--- config.mk ---
export PLATFORM = sky130hd
export DESIGN_NAME = decoder_top
export DESIGN_NICKNAME = d
export VERILOG_FILES = /design/src/verilog/decode_pkg.sv /design/src/verilog/dec_bus_if.sv /design/src/verilog/decode_stage_reg.sv /design/src/verilog/decoder_top.sv /design/src/verilog/issue_gate.sv /design/src/verilog/op_decoder.sv /design/src/verilog/operand_decoder.sv
export SDC_FILE = /design/constraint.sdc
export NUM_CORES = 1
export LEC_CHECK = 0
export CORE_MARGIN = 2
export CORE_UTILIZATION = 60
export DETAILED_ROUTE_END_ITERATION = 10
export DONT_BUFFER_PORTS = 1
export GPL_ROUTABILITY_DRIVEN = 0
export PLACE_DENSITY = 0.81
export SLEW_MARGIN = 30
export SYNTH_ARGS = -nofsm -noshare
export SYNTH_HDL_FRONTEND = slang
export SYNTH_SLANG_ARGS = --single-unit
--- constraint.sdc ---
create_clock -name clk -period 9.3 [get_ports clk]
set_input_delay 1.86 -clock clk [delete_from_list [all_inputs] [get_ports clk]]
set_output_delay 1.86 -clock clk [all_outputs]
set_load 0.05 [all_outputs]
--- src/verilog/decode_pkg.sv ---
package decode_pkg;

    localparam int unsigned xlen      = 32;
    localparam int unsigned reg_idx_w = 5;
    localparam int unsigned op_w      = 6;

    typedef logic [xlen-1:0]      inst_t;
    typedef logic [xlen-1:0]      addr_t;
    typedef logic [xlen-1:0]      imm_t;
    typedef logic [reg_idx_w-1:0] reg_idx_t;
    typedef logic [op_w-1:0]      op_t;

    // Major opcodes in inst[6:0]
    localparam logic [6:0] OPC_LUI    = 7'b0110111;
    localparam logic [6:0] OPC_AUIPC  = 7'b0010111;
    localparam logic [6:0] OPC_JAL    = 7'b1101111;
    localparam logic [6:0] OPC_JALR   = 7'b1100111;
    localparam logic [6:0] OPC_BRANCH = 7'b1100011;
    localparam logic [6:0] OPC_LOAD   = 7'b0000011;
    localparam logic [6:0] OPC_STORE  = 7'b0100011;
    localparam logic [6:0] OPC_OP_IMM = 7'b0010011;
    localparam logic [6:0] OPC_OP     = 7'b0110011;

    localparam op_t OP_NONE = 6'd0;  // Illegal or unsupported
    localparam op_t LUI     = 6'd1;
    localparam op_t AUIPC   = 6'd2;
    localparam op_t JAL     = 6'd3;
    localparam op_t JALR    = 6'd4;
    localparam op_t BEQ     = 6'd5;
    localparam op_t BNE     = 6'd6;
    localparam op_t BLT     = 6'd7;
    localparam op_t BGE     = 6'd8;
    localparam op_t BLTU    = 6'd9;
    localparam op_t BGEU    = 6'd10;
    localparam op_t LB      = 6'd11;
    localparam op_t LH      = 6'd12;
    localparam op_t LW      = 6'd13;
    localparam op_t LBU     = 6'd14;
    localparam op_t LHU     = 6'd15;
    localparam op_t SB      = 6'd16;
    localparam op_t SH      = 6'd17;
    localparam op_t SW      = 6'd18;
    localparam op_t ADDI    = 6'd19;
    localparam op_t SLTI    = 6'd20;
    localparam op_t SLTIU   = 6'd21;
    localparam op_t XORI    = 6'd22;
    localparam op_t ORI     = 6'd23;
    localparam op_t ANDI    = 6'd24;
    localparam op_t SLLI    = 6'd25;
    localparam op_t SRLI    = 6'd26;
    localparam op_t SRAI    = 6'd27;
    localparam op_t ADD     = 6'd28;
    localparam op_t SUB     = 6'd29;
    localparam op_t SLL     = 6'd30;
    localparam op_t SLT     = 6'd31;
    localparam op_t SLTU    = 6'd32;
    localparam op_t XOR     = 6'd33;
    localparam op_t SRL     = 6'd34;
    localparam op_t SRA     = 6'd35;
    localparam op_t OR      = 6'd36;
    localparam op_t AND     = 6'd37;

endpackage

--- src/verilog/dec_bus_if.sv ---
`timescale 1ns/1ps

interface dec_bus_if import decode_pkg::*; ();

    op_t      op;
    reg_idx_t rd;
    reg_idx_t rs1;
    reg_idx_t rs2;
    imm_t     imm;

    modport op_src (
        output op
    );

    modport field_src (
        output rd, rs1, rs2, imm
    );

    modport sink (
        input op, rd, rs1, rs2, imm
    );

endinterface

--- src/verilog/decode_stage_reg.sv ---
`timescale 1ns/1ps

module decode_stage_reg import decode_pkg::*; (
    input logic        clk,
    input logic        rst,
    input logic        rdy,
    input logic        flush,
    input logic        stall,
    input logic        fet_ready,
    input logic        fet_jump_pred,
    input addr_t       fet_inst_addr,
    dec_bus_if.sink    bus,
    output logic       dec_ready,
    output op_t        dec_op,
    output logic       dec_jump_pred,
    output reg_idx_t   dec_rd,
    output reg_idx_t   dec_rs1,
    output reg_idx_t   dec_rs2,
    output imm_t       dec_imm,
    output addr_t      dec_inst_addr
);

    always_ff @(posedge clk) begin
        if (rdy) begin  // Global freeze covers reset too
            if (rst) begin
                dec_ready     <= 1'b0;
                dec_op        <= OP_NONE;
                dec_jump_pred <= 1'b0;
                dec_rd        <= '0;
                dec_rs1       <= '0;
                dec_rs2       <= '0;
                dec_imm       <= '0;
                dec_inst_addr <= '0;
            end else if (flush) begin
                dec_ready <= 1'b0;  // Data kept
            end else if (!stall) begin
                if (fet_ready) begin
                    dec_ready     <= 1'b1;
                    dec_op        <= bus.op;
                    dec_rd        <= bus.rd;
                    dec_rs1       <= bus.rs1;
                    dec_rs2       <= bus.rs2;
                    dec_imm       <= bus.imm;
                    dec_inst_addr <= fet_inst_addr;
                    dec_jump_pred <= fet_jump_pred;
                end else begin
                    dec_ready <= 1'b0;  // Bubble
                end
            end
        end
    end

endmodule

--- src/verilog/decoder_top.sv ---
`timescale 1ns/1ps

module decoder_top import decode_pkg::*; (
    input logic      clk,
    input logic      rst,
    input logic      rdy,
    input logic      flush,
    input logic      fet_ready,
    input inst_t     fet_inst,
    input addr_t     fet_inst_addr,
    input logic      fet_jump_pred,
    input logic      lsb_full,
    input logic      rob_full,
    input logic      rs_full,
    output logic     dec_stall,
    output logic     dec_ready,
    output op_t      dec_op,
    output logic     dec_jump_pred,
    output reg_idx_t dec_rd,
    output reg_idx_t dec_rs1,
    output reg_idx_t dec_rs2,
    output imm_t     dec_imm,
    output addr_t    dec_inst_addr
);

    logic stall;

    dec_bus_if bus0 ();

    op_decoder u_op_decoder (
        .inst (fet_inst),
        .bus  (bus0.op_src)
    );

    operand_decoder u_operand_decoder (
        .inst (fet_inst),
        .bus  (bus0.field_src)
    );

    // Checks the held op, not the incoming one
    issue_gate u_issue_gate (
        .dec_ready (dec_ready),
        .dec_op    (dec_op),
        .rob_full  (rob_full),
        .lsb_full  (lsb_full),
        .rs_full   (rs_full),
        .stall     (stall)
    );

    assign dec_stall = stall;

    decode_stage_reg u_stage_reg (
        .clk           (clk),
        .rst           (rst),
        .rdy           (rdy),
        .flush         (flush),
        .stall         (stall),
        .fet_ready     (fet_ready),
        .fet_jump_pred (fet_jump_pred),
        .fet_inst_addr (fet_inst_addr),
        .bus           (bus0.sink),
        .dec_ready     (dec_ready),
        .dec_op        (dec_op),
        .dec_jump_pred (dec_jump_pred),
        .dec_rd        (dec_rd),
        .dec_rs1       (dec_rs1),
        .dec_rs2       (dec_rs2),
        .dec_imm       (dec_imm),
        .dec_inst_addr (dec_inst_addr)
    );

endmodule

--- src/verilog/issue_gate.sv ---
`timescale 1ns/1ps

module issue_gate import decode_pkg::*; (
    input logic dec_ready,
    input op_t  dec_op,
    input logic rob_full,
    input logic lsb_full,
    input logic rs_full,
    output logic stall
);

    // Every op takes a ROB entry; the second unit depends on class
    always_comb begin
        stall = 1'b0;
        if (dec_ready) begin
            case (dec_op)
                LUI, AUIPC, JAL: begin
                    stall = rob_full;
                end
                LB, LH, LW, LBU, LHU, SB, SH, SW: begin
                    stall = rob_full || lsb_full;
                end
                default: begin
                    stall = rob_full || rs_full;
                end
            endcase
        end
    end

endmodule

--- src/verilog/op_decoder.sv ---
`timescale 1ns/1ps

module op_decoder import decode_pkg::*; (
    input inst_t          inst,
    dec_bus_if.op_src     bus
);

    logic [6:0] opcode;
    logic [2:0] funct3;
    logic       alt;  // Bit 30 selects SUB and arithmetic shifts

    assign opcode = inst[6:0];
    assign funct3 = inst[14:12];
    assign alt    = inst[30];

    always_comb begin
        bus.op = OP_NONE;
        case (opcode)
            OPC_LUI:   bus.op = LUI;
            OPC_AUIPC: bus.op = AUIPC;
            OPC_JAL:   bus.op = JAL;
            OPC_JALR:  bus.op = JALR;
            OPC_BRANCH: begin
                case (funct3)
                    3'b000:  bus.op = BEQ;
                    3'b001:  bus.op = BNE;
                    3'b100:  bus.op = BLT;
                    3'b101:  bus.op = BGE;
                    3'b110:  bus.op = BLTU;
                    3'b111:  bus.op = BGEU;
                    default: bus.op = OP_NONE;
                endcase
            end
            OPC_LOAD: begin
                case (funct3)
                    3'b000:  bus.op = LB;
                    3'b001:  bus.op = LH;
                    3'b010:  bus.op = LW;
                    3'b100:  bus.op = LBU;
                    3'b101:  bus.op = LHU;
                    default: bus.op = OP_NONE;
                endcase
            end
            OPC_STORE: begin
                case (funct3)
                    3'b000:  bus.op = SB;
                    3'b001:  bus.op = SH;
                    3'b010:  bus.op = SW;
                    default: bus.op = OP_NONE;
                endcase
            end
            OPC_OP_IMM: begin
                case (funct3)
                    3'b000: bus.op = ADDI;
                    3'b001: bus.op = SLLI;
                    3'b010: bus.op = SLTI;
                    3'b011: bus.op = SLTIU;
                    3'b100: bus.op = XORI;
                    3'b101: bus.op = alt ? SRAI : SRLI;
                    3'b110: bus.op = ORI;
                    3'b111: bus.op = ANDI;
                endcase
            end
            OPC_OP: begin
                case (funct3)
                    3'b000: bus.op = alt ? SUB : ADD;
                    3'b001: bus.op = SLL;
                    3'b010: bus.op = SLT;
                    3'b011: bus.op = SLTU;
                    3'b100: bus.op = XOR;
                    3'b101: bus.op = alt ? SRA : SRL;
                    3'b110: bus.op = OR;
                    3'b111: bus.op = AND;
                endcase
            end
            default: bus.op = OP_NONE;
        endcase
    end

endmodule

--- src/verilog/operand_decoder.sv ---
`timescale 1ns/1ps

module operand_decoder import decode_pkg::*; (
    input inst_t          inst,
    dec_bus_if.field_src  bus
);

    logic [6:0] opcode;
    logic [2:0] funct3;
    logic       is_shift_imm;

    assign opcode       = inst[6:0];
    assign funct3       = inst[14:12];
    assign is_shift_imm = (opcode == OPC_OP_IMM) && (funct3 == 3'b001 || funct3 == 3'b101);

    always_comb begin
        bus.rd  = '0;
        bus.rs1 = '0;
        bus.rs2 = '0;
        bus.imm = '0;
        case (opcode)
            OPC_LUI, OPC_AUIPC: begin  // U type
                bus.rd  = inst[11:7];
                bus.imm = {inst[31:12], 12'b0};
            end
            OPC_JAL: begin  // J type
                bus.rd  = inst[11:7];
                bus.imm = {{12{inst[31]}}, inst[19:12], inst[20], inst[30:21], 1'b0};
            end
            OPC_BRANCH: begin  // B type
                bus.rs1 = inst[19:15];
                bus.rs2 = inst[24:20];
                bus.imm = {{20{inst[31]}}, inst[7], inst[30:25], inst[11:8], 1'b0};
            end
            OPC_STORE: begin  // S type
                bus.rs1 = inst[19:15];
                bus.rs2 = inst[24:20];
                bus.imm = {{21{inst[31]}}, inst[30:25], inst[11:7]};
            end
            OPC_OP: begin  // R type has no immediate
                bus.rd  = inst[11:7];
                bus.rs1 = inst[19:15];
                bus.rs2 = inst[24:20];
            end
            OPC_JALR, OPC_OP_IMM, OPC_LOAD: begin  // I type
                bus.rd  = inst[11:7];
                bus.rs1 = inst[19:15];
                if (is_shift_imm)
                    bus.imm = {27'b0, inst[24:20]};  // Shamt only
                else
                    bus.imm = {{21{inst[31]}}, inst[30:20]};
            end
            default: ;
        endcase
    end

endmodule
**Word level (Yosys, flattened, before mapping)**

Cells that the tools add are included.
Widths: inputs -> output; s select.

- Multiplexer cells: 39
- Equal/unequal tests: 30
- Reductions and logical operators: 16

Operator list:

| kind | count |
|---|---|
| $mux 32 | 7 |
| $pmux 32 s5 | 1 |
| $pmux 6 s8 | 2 |
| $mux 5 | 12 |
| $pmux 6 s9 | 1 |
| $eq 6x4->1 const B | 5 |
| $pmux 4 s6 | 1 |
| $eq 7x6->1 const B | 3 |
| $eq 7x7->1 const B | 3 |
| $pmux 4 s5 | 1 |
| $eq 6x5->1 const B | 3 |
| $mux 6 | 3 |
| $pmux 5 s3 | 1 |
| $eq 7x5->1 const B | 2 |
| $eq 3x3->1 const B | 4 |
| $eq 6x2->1 const B | 2 |
| $mux 1 | 9 |
| $reduce_or 3->1 | 3 |
| $reduce_or 8->1 | 1 |
| $eq 7x2->1 const B | 1 |
| $reduce_or 7->1 | 1 |
| $eq 3x2->1 const B | 2 |
| $eq 6x1->1 const B | 1 |
| $reduce_or 6->1 | 1 |
| 11 further kinds | 15 |

- Register bits after elaboration: 87
- Bits of input ports: 73
- Output and inout bits: 88
- Logic and storage cells: 93

**Logic depth before layout (Yosys ltp)**

- Depth after elaboration: 8
- Depth in mapped cells: 7
- Gate-level depth less buffers: 5

**Modules after synthesis**

Synthesis repeated with hierarchy kept, for this count alone.

- Cell total of the unflattened synthesis: 400
- Area, all modules: 4663.2 µm²

By module, submodules not included:

| module | times used | area an instance (µm²) | cells each | sequential area each (µm²) |
|---|---|---|---|---|
| decode_stage_reg | 1 | 3235.6 | 187 | 2612.5 |
| operand_decoder | 1 | 804.5 | 115 | 0.0 |
| op_decoder | 1 | 553.0 | 88 | 0.0 |
| issue_gate | 1 | 70.1 | 10 | 0.0 |

**Worst setup path before layout**

No wires, ideal clock.

- Kind: input port to flip-flop
- Start point: input port rob_full
- End point: register u_stage_reg.dec_imm[0] (enable)
- Setup time: 582 ps
- Path slack: 1894 ps
- Stages: 2
- Arrival time: 6824 ps
- Required time: 8718 ps
- Path buffers: 0
- Cell sequence: a211o_1 > a31oi_1

- Longest elaborated chain between the ends: 5
- Elaborated cells on any way between the ends: 6
- Those cells by class: eq/ne: 1; mux: 2; reduce/logical: 3

Ends and longest elaborated chain:

| what | line | RTL |
|---|---|---|
| from (decl) | decoder_top.sv:13 | `input logic rob_full,` |
| $logic_or 1x1->1, on equally long branches | issue_gate.sv:24, issue_gate.sv:21 |  |
| $pmux 1 s2 * | issue_gate.sv:16 | `case (dec_op)` |
| $mux 1 * | issue_gate.sv:15 | `if (dec_ready) begin` |
| $ne 2x2->1 (no source line) * | -- |  |
| $reduce_and 4->1 (no source line) * | -- |  |
| to (signal assigned) | decode_stage_reg.sv:43 | `dec_imm <= bus.imm;` |
| to (decl) | decode_stage_reg.sv:19 | `output imm_t dec_imm,` |

Every way passes the cells marked *; elsewhere a longest branch is shown, timed or not.
A chain may end at the register's enable or synchronous reset.

**Worst setup path in the final report**

- Start point: input port rob_full
- End point: output port dec_stall

- Longest elaborated chain between the ends: 3
- Elaborated cells on any way between the ends: 4
- Those cells by class: mux: 2; reduce/logical: 2

Ends and longest elaborated chain:

| what | line | RTL |
|---|---|---|
| $logic_or 1x1->1, on equally long branches | issue_gate.sv:24, issue_gate.sv:21 |  |
| $pmux 1 s2 * | issue_gate.sv:16 |  |
| $mux 1 * | issue_gate.sv:15 |  |
| to (decl) | decoder_top.sv:15 | `output logic dec_stall,` |

Marks and branches as above.

==> impl_metrics.ini <==
[setup_path]
arrival_ns = 2.75
end_kind = primary output
cp-start-kind = input port
worstPathRequired_ns = 7.44
worstSetupPathType = in -> out
cp_max_fo = 3

[floorplanning]
die_h_um = 86.1
coreArea_um2 = 6420
initial_core_util_pct = 63.0
dieArea_um2 = 7420
ios = 161
die_x_um = 86.1
rows = 29

[synthesis]
synth_edf_count = 87
yosys_warnings = 0
synth_nets = 406
synth_ff_type = edfxtp_1
synth-seq-cells = 87
synth_area_leader_cell = edfxtp_1
synth.avg_cell_area_um2 = 12.2
synthTopCellsByArea = edfxtp_1 (65%), nor2b_1 (5.9%), and2_1 (3.6%)
synth_cell_type_count = 46
synth_fa_ha_area_share_pct = 0
synthCells = 333
synth_top_cell_area_share_pct = 64.6
ys_async_sr_fraction_pct = 0
synth-simple-area-share_pct = 20.6
ys_seq_area_share_pct = 64.6
muxShareOfSynthArea_pct = 0.247
synthXorXnorAreaFrac_pct = 0.433
syn_area_um2 = 4050
synth_top_family_by_area = simple AND/OR/NAND/NOR gates
synth_compound_area_share_pct = 11.6

[clock_network]
clock_sinks = 87
cts_hold_buf = 0
h-tree-depth = 3
cts-root-buf = clkbuf_8
ctsResizeCount = 0
tritoncts = done
cts_buffers = 9
clock_latency_ns = 0.34
cts_buffer_depth = 2
cts.clk_slew.worst_paths_ns = 0.08
post_cts_buffers = 0

[timing]
max_slew_margin_pct = 36.9
skew_ns = 0.00749
hold_slack_ns = 1.63
tns_ns = 0
period_minus_slack_ns = 4.61
worst_slew_pin_slew_ns = 0.935
fmax_mhz = 217
finalHoldViolations = 0
fin_crit_sh_pct = 49.5
fin_ws_ns = 4.69
maxSlewViolCount = 0
rsz0062_at_grt = no
setup_viol = 0

[layout]
syn2layout_area_growth_pct = 8.01
multi_input_area_um2 = 1350
design_area_um2 = 4370
diodes = 0
final_nets = 401
fin_util_pct = 68.0
seq_area_um2 = 2610
layout.cells.non_filler = 410
drive_above_1_share_pct = 7.21
fill_cells = 449

[placement]
post-place-cells = 394
portBuffers = 0
pre_cts_slack_ns = 4.68
place_area_um2 = 4090
hpwl_um = 6260

[power]
peakVddDrop_uv = 93.3
power_uw = 913
power_density_nw_per_um2 = 209
leakagePower_nw = 1.38

[global_route]
track_usage_pct = 23.7
grt_first_pass_wirelength_um = 13300
grt_antenna_before_repair = 0
grt_pass1_vias = 2578
overflow = 0
grt_max_degree = 87

[detailed_routing]
ant_nets = 0
firstDrtPassIters = 5
vias_per_cell = 6.56
routed_wl_um = 8720
drt_drc_violations_left = 0
post_drt_wl_per_cell_um = 21.3
initialDrtViolationCount = 161
via_count = 2689

[worst_hold_path]
hold_class = reg -> reg

[flow_run]
drv_cap = 0

[outcome]
outcome = complete, no violations
[state kept, by name, summed over array words and instances, names as in the netlist]
signal / count
u_stage_reg.dec_imm: 32
u_stage_reg.dec_inst_addr: 32
u_stage_reg.dec_op: 6
u_stage_reg.dec_rd: 5
u_stage_reg.dec_rs1: 5
u_stage_reg.dec_rs2: 5
u_stage_reg.dec_jump_pred: 1
u_stage_reg.dec_ready: 1
[cell usage after synthesis, drive strengths merged (2+ instances only)]
library cell  number
nor2b             38
o2111ai            3
inv                6
and2              23
o211ai             4
a211oi             4
a22oi              6
nand3b             4
nand3              6
nor4               2
a211o              2
edfxtp            87
and4               2
o22ai              2
nor2              18
xnor2              2
or2                2
o21ai              7
a21boi             2
buf                6
nand2b             6
or3                2
a21oi             28
clkbuf            12
nand2             30
a31oi              5
nor3               7
o41ai              3
[kinds of logic after synthesis]
kind of cell    after synthesis
compound gates               71
xor+xnor                      2
buf+inv                      24
flops                        87
mux                           1
simple gates                148
[final cells by class]
type	instances	share of cell area, %
tap	77	2.20
sequential	87	59.8
timing repair buffer	2	0.429
inverter	6	0.515
clock inverter	6	3.21
multi-input combinational	222	30.9
clock buffer	10	2.92
[cells in the final DEF, fill, tap and decap left out, types with 2 or more instances in the layout]
master,n
bufinv_16,4
nand3b_1,4
nor2b_1,38
clkbuf_8,9
xnor2_1,2
a211o_1,2
o41ai_1,2
nor4_1,2
edfxtp_1,87
and4_1,2
o21ai_0,7
a21boi_0,2
nand2b_1,6
a211oi_1,4
inv_1,6
a21oi_1,28
nand2_1,30
nor3_1,6
nand3_1,6
or3_1,2
or2_2,2
a31oi_1,4
and2_1,23
o211ai_1,4
o22ai_1,2
nor2_1,18
o2111ai_1,3
a22oi_1,6
[where the power goes]
part	switching (mW)	internal, mW
registers	0.0789	0.456
logic	0.0255	0.0142
clock network	0.130	0.209
total	0.234	0.678
[critical path: stages]
cell and delay [ns]:
o41ai_1 0.38, a21oi_1 0.14, and2_1 0.36
[path summary, 6_finish.rpt]
check	startpoint	to	slack, ns	depth (start not counted)
worst max-delay path	rob_full	dec_stall	4.69	3
worst min-delay path	u_stage_reg.dec_op[5]$_SDFFCE_PP0P_	u_stage_reg.dec_op[5]$_SDFFCE_PP0P_	1.63	4
worst max register to register	u_stage_reg.dec_op[3]$_SDFFCE_PP0P_	u_stage_reg.dec_imm[4]$_SDFFCE_PP0P_	6.52	5
worst min register to register	u_stage_reg.dec_op[5]$_SDFFCE_PP0P_	u_stage_reg.dec_op[5]$_SDFFCE_PP0P_	1.63	4
[layer usage]
metal  wire [µm]  track usage, %
met1        2960            26.9
met2        4530            39.0
met3         991            8.47
met4         238            12.7
met5           0               0
No activity file was read; power rests on OpenSTA's default activity.
